[config.mk]
export PLATFORM = sky130hd
export DESIGN_NAME = tmu_top
export DESIGN_NICKNAME = d
export VERILOG_FILES = /design/src/hdl/tmu_pkg.sv /design/src/hdl/tmu_ctlif.sv /design/src/hdl/tmu_scan.sv /design/src/hdl/tmu_fetch.sv /design/src/hdl/tmu_blend_write.sv /design/src/hdl/tmu_top.sv
export SDC_FILE = /design/constraint.sdc
export NUM_CORES = 2
export LEC_CHECK = 0
export BUFFER_PORTS_ARGS = -buffer_cell sky130_fd_sc_hd__buf_2
export CAP_MARGIN = 20
export CORE_ASPECT_RATIO = 1.2
export CORE_MARGIN = 2
export CORE_UTILIZATION = 50
export CTS_BUF_LIST = sky130_fd_sc_hd__clkbuf_4
export DETAILED_ROUTE_END_ITERATION = 7
export HOLD_SLACK_MARGIN = 0.08
export PLACE_DENSITY = 0.67
export SLEW_MARGIN = 20
export SYNTH_ARGS = -nofsm -noshare
export SYNTH_HDL_FRONTEND = slang
export SYNTH_SLANG_ARGS = --single-unit
[constraint.sdc]
create_clock -name sys_clk -period 25.3 [get_ports sys_clk]
set_input_delay 3.795 -clock sys_clk [delete_from_list [all_inputs] [get_ports sys_clk]]
set_output_delay 3.795 -clock sys_clk [all_outputs]
set_load 0.01 [all_outputs]
[src/hdl/tmu_pkg.sv]
/* widths, CSR register map, reset defaults and data types of the texture-mapping engine
   imported by every RTL module of the engine */
`default_nettype none

package tmu_pkg;

	localparam int ADR_W = 25;	// pixel word address

	localparam logic [3:0] CSR_BASE = 4'h0;	// matched against csr_a[13:10]

	localparam logic [4:0] REG_CTRL      = 5'd0;
	localparam logic [4:0] REG_HLAST     = 5'd1;
	localparam logic [4:0] REG_VLAST     = 5'd2;
	localparam logic [4:0] REG_BRIGHT    = 5'd3;
	localparam logic [4:0] REG_CKEY      = 5'd4;	// offset 5 reserved
	localparam logic [4:0] REG_TEX_FBUF  = 5'd6;
	localparam logic [4:0] REG_TEX_HRES  = 5'd7;
	localparam logic [4:0] REG_TEX_VRES  = 5'd8;
	localparam logic [4:0] REG_TEX_HMASK = 5'd9;
	localparam logic [4:0] REG_TEX_VMASK = 5'd10;
	localparam logic [4:0] REG_DST_FBUF  = 5'd11;
	localparam logic [4:0] REG_DST_HRES  = 5'd12;
	localparam logic [4:0] REG_DST_VRES  = 5'd13;
	localparam logic [4:0] REG_DST_HOFS  = 5'd14;
	localparam logic [4:0] REG_DST_VOFS  = 5'd15;
	localparam logic [4:0] REG_SQ_W      = 5'd16;
	localparam logic [4:0] REG_SQ_H      = 5'd17;

	localparam logic [6:0]  DEF_HLAST    = 7'd32;
	localparam logic [6:0]  DEF_VLAST    = 7'd24;
	localparam logic [5:0]  DEF_BRIGHT   = 6'd63;	// unity gain
	localparam logic [10:0] DEF_TEX_HRES = 11'd512;
	localparam logic [10:0] DEF_TEX_VRES = 11'd512;
	localparam logic [10:0] DEF_TEX_MASK = 11'h7ff;
	localparam logic [10:0] DEF_DST_HRES = 11'd640;
	localparam logic [10:0] DEF_DST_VRES = 11'd480;
	localparam logic [10:0] DEF_SQ_SIZE  = 11'd20;

	typedef struct packed {
		logic [6:0]         hlast;
		logic [6:0]         vlast;
		logic [5:0]         brightness;
		logic               chroma_key_en;
		logic [15:0]        chroma_key;
		logic [ADR_W-1:0]   tex_fbuf;
		logic [10:0]        tex_hres;
		logic [10:0]        tex_vres;
		logic [10:0]        tex_hmask;
		logic [10:0]        tex_vmask;
		logic [ADR_W-1:0]   dst_fbuf;
		logic [10:0]        dst_hres;
		logic [10:0]        dst_vres;
		logic signed [11:0] dst_hoffset;
		logic signed [11:0] dst_voffset;
		logic [10:0]        sq_w;
		logic [10:0]        sq_h;
	} tmu_cfg_t;

	localparam tmu_cfg_t CFG_RESET = '{
		hlast: DEF_HLAST, vlast: DEF_VLAST, brightness: DEF_BRIGHT,
		chroma_key_en: 1'b0, chroma_key: 16'd0,
		tex_fbuf: '0, tex_hres: DEF_TEX_HRES, tex_vres: DEF_TEX_VRES,
		tex_hmask: DEF_TEX_MASK, tex_vmask: DEF_TEX_MASK,
		dst_fbuf: '0, dst_hres: DEF_DST_HRES, dst_vres: DEF_DST_VRES,
		dst_hoffset: 12'sd0, dst_voffset: 12'sd0,
		sq_w: DEF_SQ_SIZE, sq_h: DEF_SQ_SIZE
	};

	typedef struct packed {
		logic [4:0] r;
		logic [5:0] g;
		logic [4:0] b;
	} rgb565_t;

	// raw view for the chroma-key compare, rgb view for shading
	typedef union packed {
		logic [15:0] raw;
		rgb565_t     rgb;
	} pixel_t;

	typedef struct packed {
		logic [ADR_W-1:0] tex_adr;
		logic [ADR_W-1:0] dst_adr;
	} scan_item_t;

	typedef struct packed {
		logic [ADR_W-1:0] dst_adr;
		pixel_t           texel;
	} texel_item_t;

endpackage

`default_nettype wire

[src/hdl/tmu_ctlif.sv]
/* CSR register file of the texture-mapping engine. The host writes the configuration
   and the start bit here, reads back busy, and receives a one-cycle irq at end of run */
`default_nettype none
`timescale 1ns/1ps

module tmu_ctlif import tmu_pkg::*; (
	input  logic        sys_clk,
	input  logic        sys_rst,

	input  logic [13:0] csr_a,
	input  logic        csr_we,
	input  logic [31:0] csr_di,
	output logic [31:0] csr_do,

	output logic        irq,
	output logic        start,
	input  logic        busy,

	output tmu_cfg_t    cfg
);

	logic       busy_q;
	logic       csr_sel;
	logic [4:0] csr_ofs;

	assign csr_sel = (csr_a[13:10] == CSR_BASE);
	assign csr_ofs = csr_a[4:0];

	// end-of-run detection
	always_ff @(posedge sys_clk) begin
		if (sys_rst) begin
			busy_q <= 1'b0;
			irq <= 1'b0;
		end else begin
			busy_q <= busy;
			irq <= busy_q & ~busy;	// busy just fell
		end
	end

	always_ff @(posedge sys_clk) begin
		if (sys_rst) begin
			start <= 1'b0;
			cfg <= CFG_RESET;
		end else begin
			start <= 1'b0;	// pulse only
			if (csr_sel && csr_we) begin
				case (csr_ofs)
					REG_CTRL: begin
						start <= csr_di[0];
						cfg.chroma_key_en <= csr_di[1];
					end
					REG_HLAST:     cfg.hlast <= csr_di[6:0];
					REG_VLAST:     cfg.vlast <= csr_di[6:0];
					REG_BRIGHT:    cfg.brightness <= csr_di[5:0];
					REG_CKEY:      cfg.chroma_key <= csr_di[15:0];
					REG_TEX_FBUF:  cfg.tex_fbuf <= csr_di[ADR_W:1];	// byte to pixel word
					REG_TEX_HRES:  cfg.tex_hres <= csr_di[10:0];
					REG_TEX_VRES:  cfg.tex_vres <= csr_di[10:0];
					REG_TEX_HMASK: cfg.tex_hmask <= csr_di[10:0];
					REG_TEX_VMASK: cfg.tex_vmask <= csr_di[10:0];
					REG_DST_FBUF:  cfg.dst_fbuf <= csr_di[ADR_W:1];
					REG_DST_HRES:  cfg.dst_hres <= csr_di[10:0];
					REG_DST_VRES:  cfg.dst_vres <= csr_di[10:0];
					REG_DST_HOFS:  cfg.dst_hoffset <= csr_di[11:0];
					REG_DST_VOFS:  cfg.dst_voffset <= csr_di[11:0];
					REG_SQ_W:      cfg.sq_w <= csr_di[10:0];
					REG_SQ_H:      cfg.sq_h <= csr_di[10:0];
					default: ;	// reserved and unmapped offsets
				endcase
			end
		end
	end

	// readback, one cycle after the address
	always_ff @(posedge sys_clk) begin
		if (sys_rst) begin
			csr_do <= 32'd0;
		end else begin
			csr_do <= 32'd0;
			if (csr_sel) begin
				case (csr_ofs)
					REG_CTRL:      csr_do <= {30'd0, cfg.chroma_key_en, busy};
					REG_HLAST:     csr_do <= {25'd0, cfg.hlast};
					REG_VLAST:     csr_do <= {25'd0, cfg.vlast};
					REG_BRIGHT:    csr_do <= {26'd0, cfg.brightness};
					REG_CKEY:      csr_do <= {16'd0, cfg.chroma_key};
					REG_TEX_FBUF:  csr_do <= {6'd0, cfg.tex_fbuf, 1'b0};
					REG_TEX_HRES:  csr_do <= {21'd0, cfg.tex_hres};
					REG_TEX_VRES:  csr_do <= {21'd0, cfg.tex_vres};
					REG_TEX_HMASK: csr_do <= {21'd0, cfg.tex_hmask};
					REG_TEX_VMASK: csr_do <= {21'd0, cfg.tex_vmask};
					REG_DST_FBUF:  csr_do <= {6'd0, cfg.dst_fbuf, 1'b0};
					REG_DST_HRES:  csr_do <= {21'd0, cfg.dst_hres};
					REG_DST_VRES:  csr_do <= {21'd0, cfg.dst_vres};
					REG_DST_HOFS:  csr_do <= {{20{cfg.dst_hoffset[11]}}, cfg.dst_hoffset};
					REG_DST_VOFS:  csr_do <= {{20{cfg.dst_voffset[11]}}, cfg.dst_voffset};
					REG_SQ_W:      csr_do <= {21'd0, cfg.sq_w};
					REG_SQ_H:      csr_do <= {21'd0, cfg.sq_h};
					default:       csr_do <= 32'd0;
				endcase
			end
		end
	end

endmodule

`default_nettype wire

[src/hdl/tmu_scan.sv]
/* walks the square grid pixel by pixel, drops pixels outside the destination frame
   and hands texel and destination addresses of visible pixels to the fetch stage */
`default_nettype none
`timescale 1ns/1ps

module tmu_scan import tmu_pkg::*; (
	input  logic       sys_clk,
	input  logic       sys_rst,
	input  tmu_cfg_t   cfg,
	input  logic       start,

	output logic       out_req,
	input  logic       out_ack,
	output scan_item_t out_item,

	output logic       active
);

	logic               walking;
	logic [6:0]         col;	// square column
	logic [6:0]         row;
	logic [10:0]        px;	// pixel inside square
	logic [10:0]        py;
	logic [17:0]        gx;
	logic [17:0]        gy;
	logic signed [19:0] dx;
	logic signed [19:0] dy;
	logic               visible;
	logic               step;
	logic [ADR_W-1:0]   texel_adr;
	logic [ADR_W-1:0]   pixel_adr;

	assign gx = col * cfg.sq_w + px;
	assign gy = row * cfg.sq_h + py;
	assign dx = $signed({2'b00, gx}) + $signed(cfg.dst_hoffset);
	assign dy = $signed({2'b00, gy}) + $signed(cfg.dst_voffset);

	assign visible = !dx[19] && !dy[19] &&
		(dx[18:0] < {8'd0, cfg.dst_hres}) && (dy[18:0] < {8'd0, cfg.dst_vres});

	assign pixel_adr = cfg.dst_fbuf + dy[10:0] * cfg.dst_hres + dx[10:0];
	assign texel_adr = cfg.tex_fbuf + (gy[10:0] & cfg.tex_vmask) * cfg.tex_hres +
		(gx[10:0] & cfg.tex_hmask);

	// clipped pixels never wait for the link
	assign step = walking && (!visible || (!out_req && !out_ack));
	assign active = walking | out_req;

	always_ff @(posedge sys_clk) begin
		if (sys_rst) begin
			walking <= 1'b0;
			out_req <= 1'b0;
			col <= '0;
			row <= '0;
			px <= '0;
			py <= '0;
		end else begin
			if (out_req && out_ack)
				out_req <= 1'b0;
			if (start && !active) begin
				walking <= 1'b1;
				col <= '0;
				row <= '0;
				px <= '0;
				py <= '0;
			end else if (step) begin
				if (visible)
					out_req <= 1'b1;
				if (px != cfg.sq_w - 11'd1) begin
					px <= px + 11'd1;
				end else begin
					px <= '0;
					if (py != cfg.sq_h - 11'd1) begin
						py <= py + 11'd1;
					end else begin
						py <= '0;
						if (col != cfg.hlast - 7'd1) begin
							col <= col + 7'd1;
						end else begin
							col <= '0;
							if (row != cfg.vlast - 7'd1)
								row <= row + 7'd1;
							else
								walking <= 1'b0;	// last pixel of last square
						end
					end
				end
			end
		end
	end

	always_ff @(posedge sys_clk) begin
		if (step && visible) begin
			out_item.tex_adr <= texel_adr;
			out_item.dst_adr <= pixel_adr;
		end
	end

endmodule

`default_nettype wire

[src/hdl/tmu_fetch.sv]
/* reads one texel per scan item from the texture memory with a four-phase
   req/ack exchange and passes texel and destination address downstream */
`default_nettype none
`timescale 1ns/1ps

module tmu_fetch import tmu_pkg::*; (
	input  logic             sys_clk,
	input  logic             sys_rst,

	input  logic             in_req,
	output logic             in_ack,
	input  scan_item_t       in_item,

	output logic             tex_req,
	output logic [ADR_W-1:0] tex_adr,
	input  logic             tex_ack,
	input  logic [15:0]      tex_dat,

	output logic             out_req,
	input  logic             out_ack,
	output texel_item_t      out_item,

	output logic             active
);

	typedef enum logic [1:0] {
		S_IDLE,
		S_TEX,	// waiting for texture ack
		S_TEX_END,	// waiting for texture ack to drop
		S_OUT
	} state_t;

	state_t state;

	assign active = (state != S_IDLE);

	always_ff @(posedge sys_clk) begin
		if (sys_rst) begin
			state <= S_IDLE;
			in_ack <= 1'b0;
			tex_req <= 1'b0;
			out_req <= 1'b0;
		end else begin
			if (in_ack && !in_req)
				in_ack <= 1'b0;	// sender has released
			case (state)
				S_IDLE: if (in_req && !in_ack) begin
					in_ack <= 1'b1;
					tex_req <= 1'b1;
					state <= S_TEX;
				end
				S_TEX: if (tex_ack) begin
					tex_req <= 1'b0;
					state <= S_TEX_END;
				end
				S_TEX_END: if (!tex_ack && !out_ack) begin
					out_req <= 1'b1;
					state <= S_OUT;
				end
				S_OUT: if (out_ack) begin
					out_req <= 1'b0;
					state <= S_IDLE;
				end
				default: state <= S_IDLE;
			endcase
		end
	end

	// item payload
	always_ff @(posedge sys_clk) begin
		if (state == S_IDLE && in_req && !in_ack) begin
			tex_adr <= in_item.tex_adr;
			out_item.dst_adr <= in_item.dst_adr;
		end
		if (state == S_TEX && tex_ack)
			out_item.texel.raw <= tex_dat;	// valid while ack is high
	end

endmodule

`default_nettype wire

[src/hdl/tmu_blend_write.sv]
/* last pipeline stage that drops chroma-keyed texels, scales the rest by the brightness
   setting and writes them to the frame memory over four-phase req/ack */
`default_nettype none
`timescale 1ns/1ps

module tmu_blend_write import tmu_pkg::*; (
	input  logic             sys_clk,
	input  logic             sys_rst,

	input  logic [5:0]       brightness,
	input  logic             chroma_key_en,
	input  logic [15:0]      chroma_key,

	input  logic             in_req,
	output logic             in_ack,
	input  texel_item_t      in_item,

	output logic             fb_req,
	output logic [ADR_W-1:0] fb_adr,
	output logic [15:0]      fb_dat,
	input  logic             fb_ack,

	output logic             active
);

	typedef enum logic [1:0] {
		S_IDLE,
		S_REQ,
		S_END	// frame ack still high
	} state_t;

	state_t      state;
	logic        accept;
	logic        keyed;
	logic [6:0]  scale;
	logic [10:0] r_prod;
	logic [11:0] g_prod;
	logic [10:0] b_prod;
	pixel_t      shaded;

	assign accept = (state == S_IDLE) && in_req && !in_ack;
	assign keyed = chroma_key_en && (in_item.texel.raw == chroma_key);
	assign scale = {1'b0, brightness} + 7'd1;	// 1 to 64

	assign r_prod = in_item.texel.rgb.r * scale;
	assign g_prod = in_item.texel.rgb.g * scale;
	assign b_prod = in_item.texel.rgb.b * scale;

	always_comb begin
		shaded.rgb.r = r_prod[10:6];
		shaded.rgb.g = g_prod[11:6];
		shaded.rgb.b = b_prod[10:6];
	end

	assign active = (state != S_IDLE);

	always_ff @(posedge sys_clk) begin
		if (sys_rst) begin
			state <= S_IDLE;
			in_ack <= 1'b0;
			fb_req <= 1'b0;
		end else begin
			if (in_ack && !in_req)
				in_ack <= 1'b0;
			case (state)
				S_IDLE: if (accept) begin
					in_ack <= 1'b1;
					if (!keyed) begin	// keyed pixels are consumed silently
						fb_req <= 1'b1;
						state <= S_REQ;
					end
				end
				S_REQ: if (fb_ack) begin
					fb_req <= 1'b0;
					state <= S_END;
				end
				S_END: if (!fb_ack)
					state <= S_IDLE;
				default: state <= S_IDLE;
			endcase
		end
	end

	always_ff @(posedge sys_clk) begin
		if (accept && !keyed) begin
			fb_adr <= in_item.dst_adr;
			fb_dat <= shaded.raw;
		end
	end

endmodule

`default_nettype wire

[src/hdl/tmu_top.sv]
/* top level of the texture-mapping engine
   joins the CSR control block to the scan, fetch and blend/write pipeline
   and forms busy as the OR of the stage activity flags */
`default_nettype none
`timescale 1ns/1ps

module tmu_top import tmu_pkg::*; (
	input  logic             sys_clk,
	input  logic             sys_rst,

	input  logic [13:0]      csr_a,
	input  logic             csr_we,
	input  logic [31:0]      csr_di,
	output logic [31:0]      csr_do,
	output logic             irq,

	output logic             tex_req,
	output logic [ADR_W-1:0] tex_adr,
	input  logic             tex_ack,
	input  logic [15:0]      tex_dat,

	output logic             fb_req,
	output logic [ADR_W-1:0] fb_adr,
	output logic [15:0]      fb_dat,
	input  logic             fb_ack
);

	tmu_cfg_t    cfg;
	logic        start;
	logic        busy;
	scan_item_t  scan_item;
	logic        scan_req;
	logic        scan_ack;
	texel_item_t texel_item;
	logic        texel_req;
	logic        texel_ack;
	logic        scan_active;
	logic        fetch_active;
	logic        write_active;

	assign busy = scan_active | fetch_active | write_active;

	tmu_ctlif i_tmu_ctlif (
		.sys_clk (sys_clk),
		.sys_rst (sys_rst),
		.csr_a   (csr_a),
		.csr_we  (csr_we),
		.csr_di  (csr_di),
		.csr_do  (csr_do),
		.irq     (irq),
		.start   (start),
		.busy    (busy),
		.cfg     (cfg)
	);

	tmu_scan i_tmu_scan (
		.sys_clk  (sys_clk),
		.sys_rst  (sys_rst),
		.cfg      (cfg),
		.start    (start),
		.out_req  (scan_req),
		.out_ack  (scan_ack),
		.out_item (scan_item),
		.active   (scan_active)
	);

	tmu_fetch i_tmu_fetch (
		.sys_clk  (sys_clk),
		.sys_rst  (sys_rst),
		.in_req   (scan_req),
		.in_ack   (scan_ack),
		.in_item  (scan_item),
		.tex_req  (tex_req),
		.tex_adr  (tex_adr),
		.tex_ack  (tex_ack),
		.tex_dat  (tex_dat),
		.out_req  (texel_req),
		.out_ack  (texel_ack),
		.out_item (texel_item),
		.active   (fetch_active)
	);

	tmu_blend_write i_tmu_blend_write (
		.sys_clk       (sys_clk),
		.sys_rst       (sys_rst),
		.brightness    (cfg.brightness),
		.chroma_key_en (cfg.chroma_key_en),
		.chroma_key    (cfg.chroma_key),
		.in_req        (texel_req),
		.in_ack        (texel_ack),
		.in_item       (texel_item),
		.fb_req        (fb_req),
		.fb_adr        (fb_adr),
		.fb_dat        (fb_dat),
		.fb_ack        (fb_ack),
		.active        (write_active)
	);

endmodule

`default_nettype wire

==> results_dict.tcl <==
set metrics [dict create \
    grt_start_max_net_pins 112 \
    synth.avg_cell_area_um2 8.87 \
    cts_hold_buffers 0 \
    met2RoutedLength_um 49100 \
    met3_length_um 8270 \
    worst_clock_skew_ns 0.122 \
    sw_frac_of_total_pct 25.8 \
    io_buffer_count 156 \
    synthFlopType "dfxtp_1" \
    core_um2 74700 \
    cts-resized-gates 0 \
    post-cts-setup-buffer-count 0 \
    timing.critical_path.arrival_ns 12.28 \
    placement.cell_area_um2 39200 \
    layout_setup_ws_ns 13.68 \
    slew_headroom_pct 23.5 \
    worstMarginPinSlew_ns 1.14 \
    setup_total_negative_slack_ns 0 \
    clock_power_share_pct 44.4 \
    report.final.setup_viol 0 \
    power.share.combinational_pct 4.9 \
    first_global_vias 30000 \
    cell_internal_pwr_mw 1.08 \
    yosys.area.top_type_share_pct 20.4 \
    ioPinCount 168 \
    finalHoldViolations 0 \
    final_max_slew_viol_count 0 \
    gpl.final_weighted_congestion 0.975 \
    h-tree-depth 3 \
    final_core_utilization_pct 54.5 \
    num_rows 110 \
    worst_hold_slack_ns 0.398 \
    seq_power_share_pct 50.7 \
    routed_wirelength_um 107000 \
    power.switching_uw 375 \
    detail_route.wl_per_cell_um 19.6 \
    max-clock-path-buffers 3 \
    synth_largest_area_cell "fa_1" \
    route.detailed.drc 0 \
    power_leakage_nw 18.2 \
    power_density_nw_per_um2 35.6 \
    dpl_worst_slack_ns 13.50 \
    cts_tree "built" \
    tritoncts_num_sinks 433 \
    synthesis.yosys.warnings 0 \
    worst_path_max_stage_delay_ns 0.82 \
    via_count 30200 \
    status "completed" \
    unrepaired_setup_endpoints_after_global_routing "no" \
    synth.net_count 5024 \
    viasPerCell 5.55 \
    synth_cell_type_count 81 \
    ant_nets 0 \
    global_route.usage.total_pct 27.9 \
    mappedNetlistArea_um2 37600 \
    critical-path-top-cell-by-count "fa_1" \
    finalInstanceArea_um2 40700 \
    post-dp-hpwl_um 81100 \
    timing.critical_path.required_ns 25.96 \
    wire_length_of_the_first_global_routing_pass_um 167000 \
    dr.first_iter.drc_count 2540 \
    postSynthCellCount 4246 \
    cts_root_buffer "clkbuf_4" \
    detail_route.wirelength.met1_um 43000 \
    floorplan.die_area_um2 77500 \
    worstSetupPathType "flip-flop to flip-flop" \
    worst_setup_path_end_kind "flip-flop" \
    die-height_um 305 \
    synth_edf_count 157 \
    synth_most_common_cell "nand2_1" \
    drt_pre_antenna_iters 7 \
    vdd_drop_max_v 0.0000282 \
    r2r_setup_slack_ns 13.68 \
    start_util_pct 50.4 \
    fin_crit_ns 11.62 \
    syn2layout_area_growth_pct 8.15 \
    ys_seq_area_share_pct 27.2 \
    clk_latency_ns 0.99 \
    ys_seq_elements 433 \
    min_path_type "flip-flop to flip-flop" \
    largest_cells_by_area_after_synthesis "fa_1, dfxtp_1, edfxtp_1, ha_1, nand2_1" \
    number_of_buffers_added_by_the_clock_tree_synthesis_step 111 \
    synth_top_cells_by_count "nand2_1, inv_1, fa_1" \
    period_utilisation_layout_pct 45.9 \
    fmaxAchievable_ghz 0.0861 \
    critical_path.max_fanout 18 \
    post_route_cells_drive_above_1_share_pct 8.99 \
    grt_antenna_before_repair 11 \
    finish.net_count 5112 \
    cap_viol_max_count 0 \
    reg_clk_slew_reported_paths_ns 0.07 \
    crit_path_top_delay_cell "dfxtp_1" \
    fp.dieW_um 254 \
    total_congestion_overflow 0 \
    timing.critical_path.from_type "flip-flop" \
    share_of_flip_flops_with_an_asynchronous_set_or_reset_after_synthesis_pct 0 \
    highest_layer "met5" \
]
## routing by layer
layer  GRT usage, %  vias up
met5              0        -
met4           15.9       10
met3           4.84      297
met2           45.2     1201
met1           35.1    14600
li1               -    14100
## power by group through the flow
stage / combinational (mW) / sequential [mW] / clock [mW]
final: 0.0705 / 0.735 / 0.644
after detailed placement: 0.0681 / 0.750 / 0
after CTS: 0.0685 / 0.735 / 0.658
after floorplan: 0.0434 / 0.745 / 0
after global routing: 0.0753 / 0.736 / 0.690
after global placement: 0.0669 / 0.751 / 0
## metrics by stage
step | total power [mW] | instances
finish | 1.45 | 5441
global placement | 0.818 | 5229
CTS | 1.46 | 5433
global route | 1.50 | 5438
detailed placement | 0.819 | 5229
floorplan | 0.788 | 4246
## layout by cell type, fill, tap and decap left out, types with 8 or more instances in the layout
cell      instances
clkinv_1         31
o31ai_1          12
a31oi_1          23
o21bai_1         13
nor4_1           13
o21a_1           23
o21ai_0          81
a221oi_1         18
nand2b_1         27
buf_4            33
or3_1            21
ha_1            328
inv_1           592
a22o_1           10
edfxtp_1        157
nand3_1          62
xor2_1           36
nand2_1         777
clkinv_2         10
nand4_1          23
nor2b_1          25
and2_1          182
a21oi_1         284
a211o_1          11
mux2i_1          16
nand3b_1         39
nor3_1           56
or4_1            11
xnor2_1         137
clkbuf_4        155
a222oi_1         10
a22oi_1          32
a211oi_1         18
dfxtp_1         276
fa_1            383
buf_2           155
a21o_1           25
diode_2           8
and3_1           58
nor2_1          140
## cell families after synthesis
kind of cell             synth area share (%)
AO/OA/AOI/OAI                            10.5
multiplexers                            0.515
buffers and inverters                    8.13
flip-flops                               27.2
adder cells (fa/ha/maj)                  31.3
XOR/XNOR                                 4.12
AND/OR/NAND/NOR                          18.3
## state kept, by name, summed over array words and instances (netlist names), 2 cells and up
name                      cells
i_tmu_scan.px                11
i_tmu_blend_write.fb_dat     16
i_tmu_blend_write.state       2
i_tmu_scan.py                11
i_tmu_fetch.out_item         41
i_tmu_scan.col                7
i_tmu_fetch.state             2
i_tmu_scan.out_item          50
i_tmu_fetch.tex_adr          25
i_tmu_ctlif.csr_do           27
i_tmu_scan.row                7
i_tmu_blend_write.fb_adr     25
i_tmu_ctlif.cfg             199
## worst paths after layout
| kind | end | from | cells past startpoint |
|---|---|---|---|
| max | i_tmu_scan.out_item[24] | i_tmu_scan.row[2] | 35 |
| min | i_tmu_blend_write.fb_adr[21] | i_tmu_fetch.out_item[37] | 0 |
| max reg2reg | i_tmu_scan.out_item[24] | i_tmu_scan.row[2] | 35 |
| min reg2reg | i_tmu_blend_write.fb_adr[21] | i_tmu_fetch.out_item[37] | 0 |
## worst max-delay path, delay by kind of cell (launching register included)
family / cells / cell delay [ns]
XOR/XNOR: 3 / 1.15
AO/OA/AOI/OAI: 11 / 2.89
buffers and inverters: 4 / 0.18
flip-flops: 1 / 0.82
AND/OR/NAND/NOR: 5 / 0.75
adder cells (fa/ha/maj): 12 / 5.50
## final cells by class
type | instances | area (um2)
fillers | 6898 | 34000
inverters | 593 | 2230
flip-flops and latches | 433 | 10200
diodes | 8 | 20.0
repair buffers | 189 | 1030
well taps | 1008 | 1260
clock inverters | 49 | 327
multi-input cells | 3006 | 24400
clock buffers | 155 | 1160
Power figures use the tool's default switching activity.
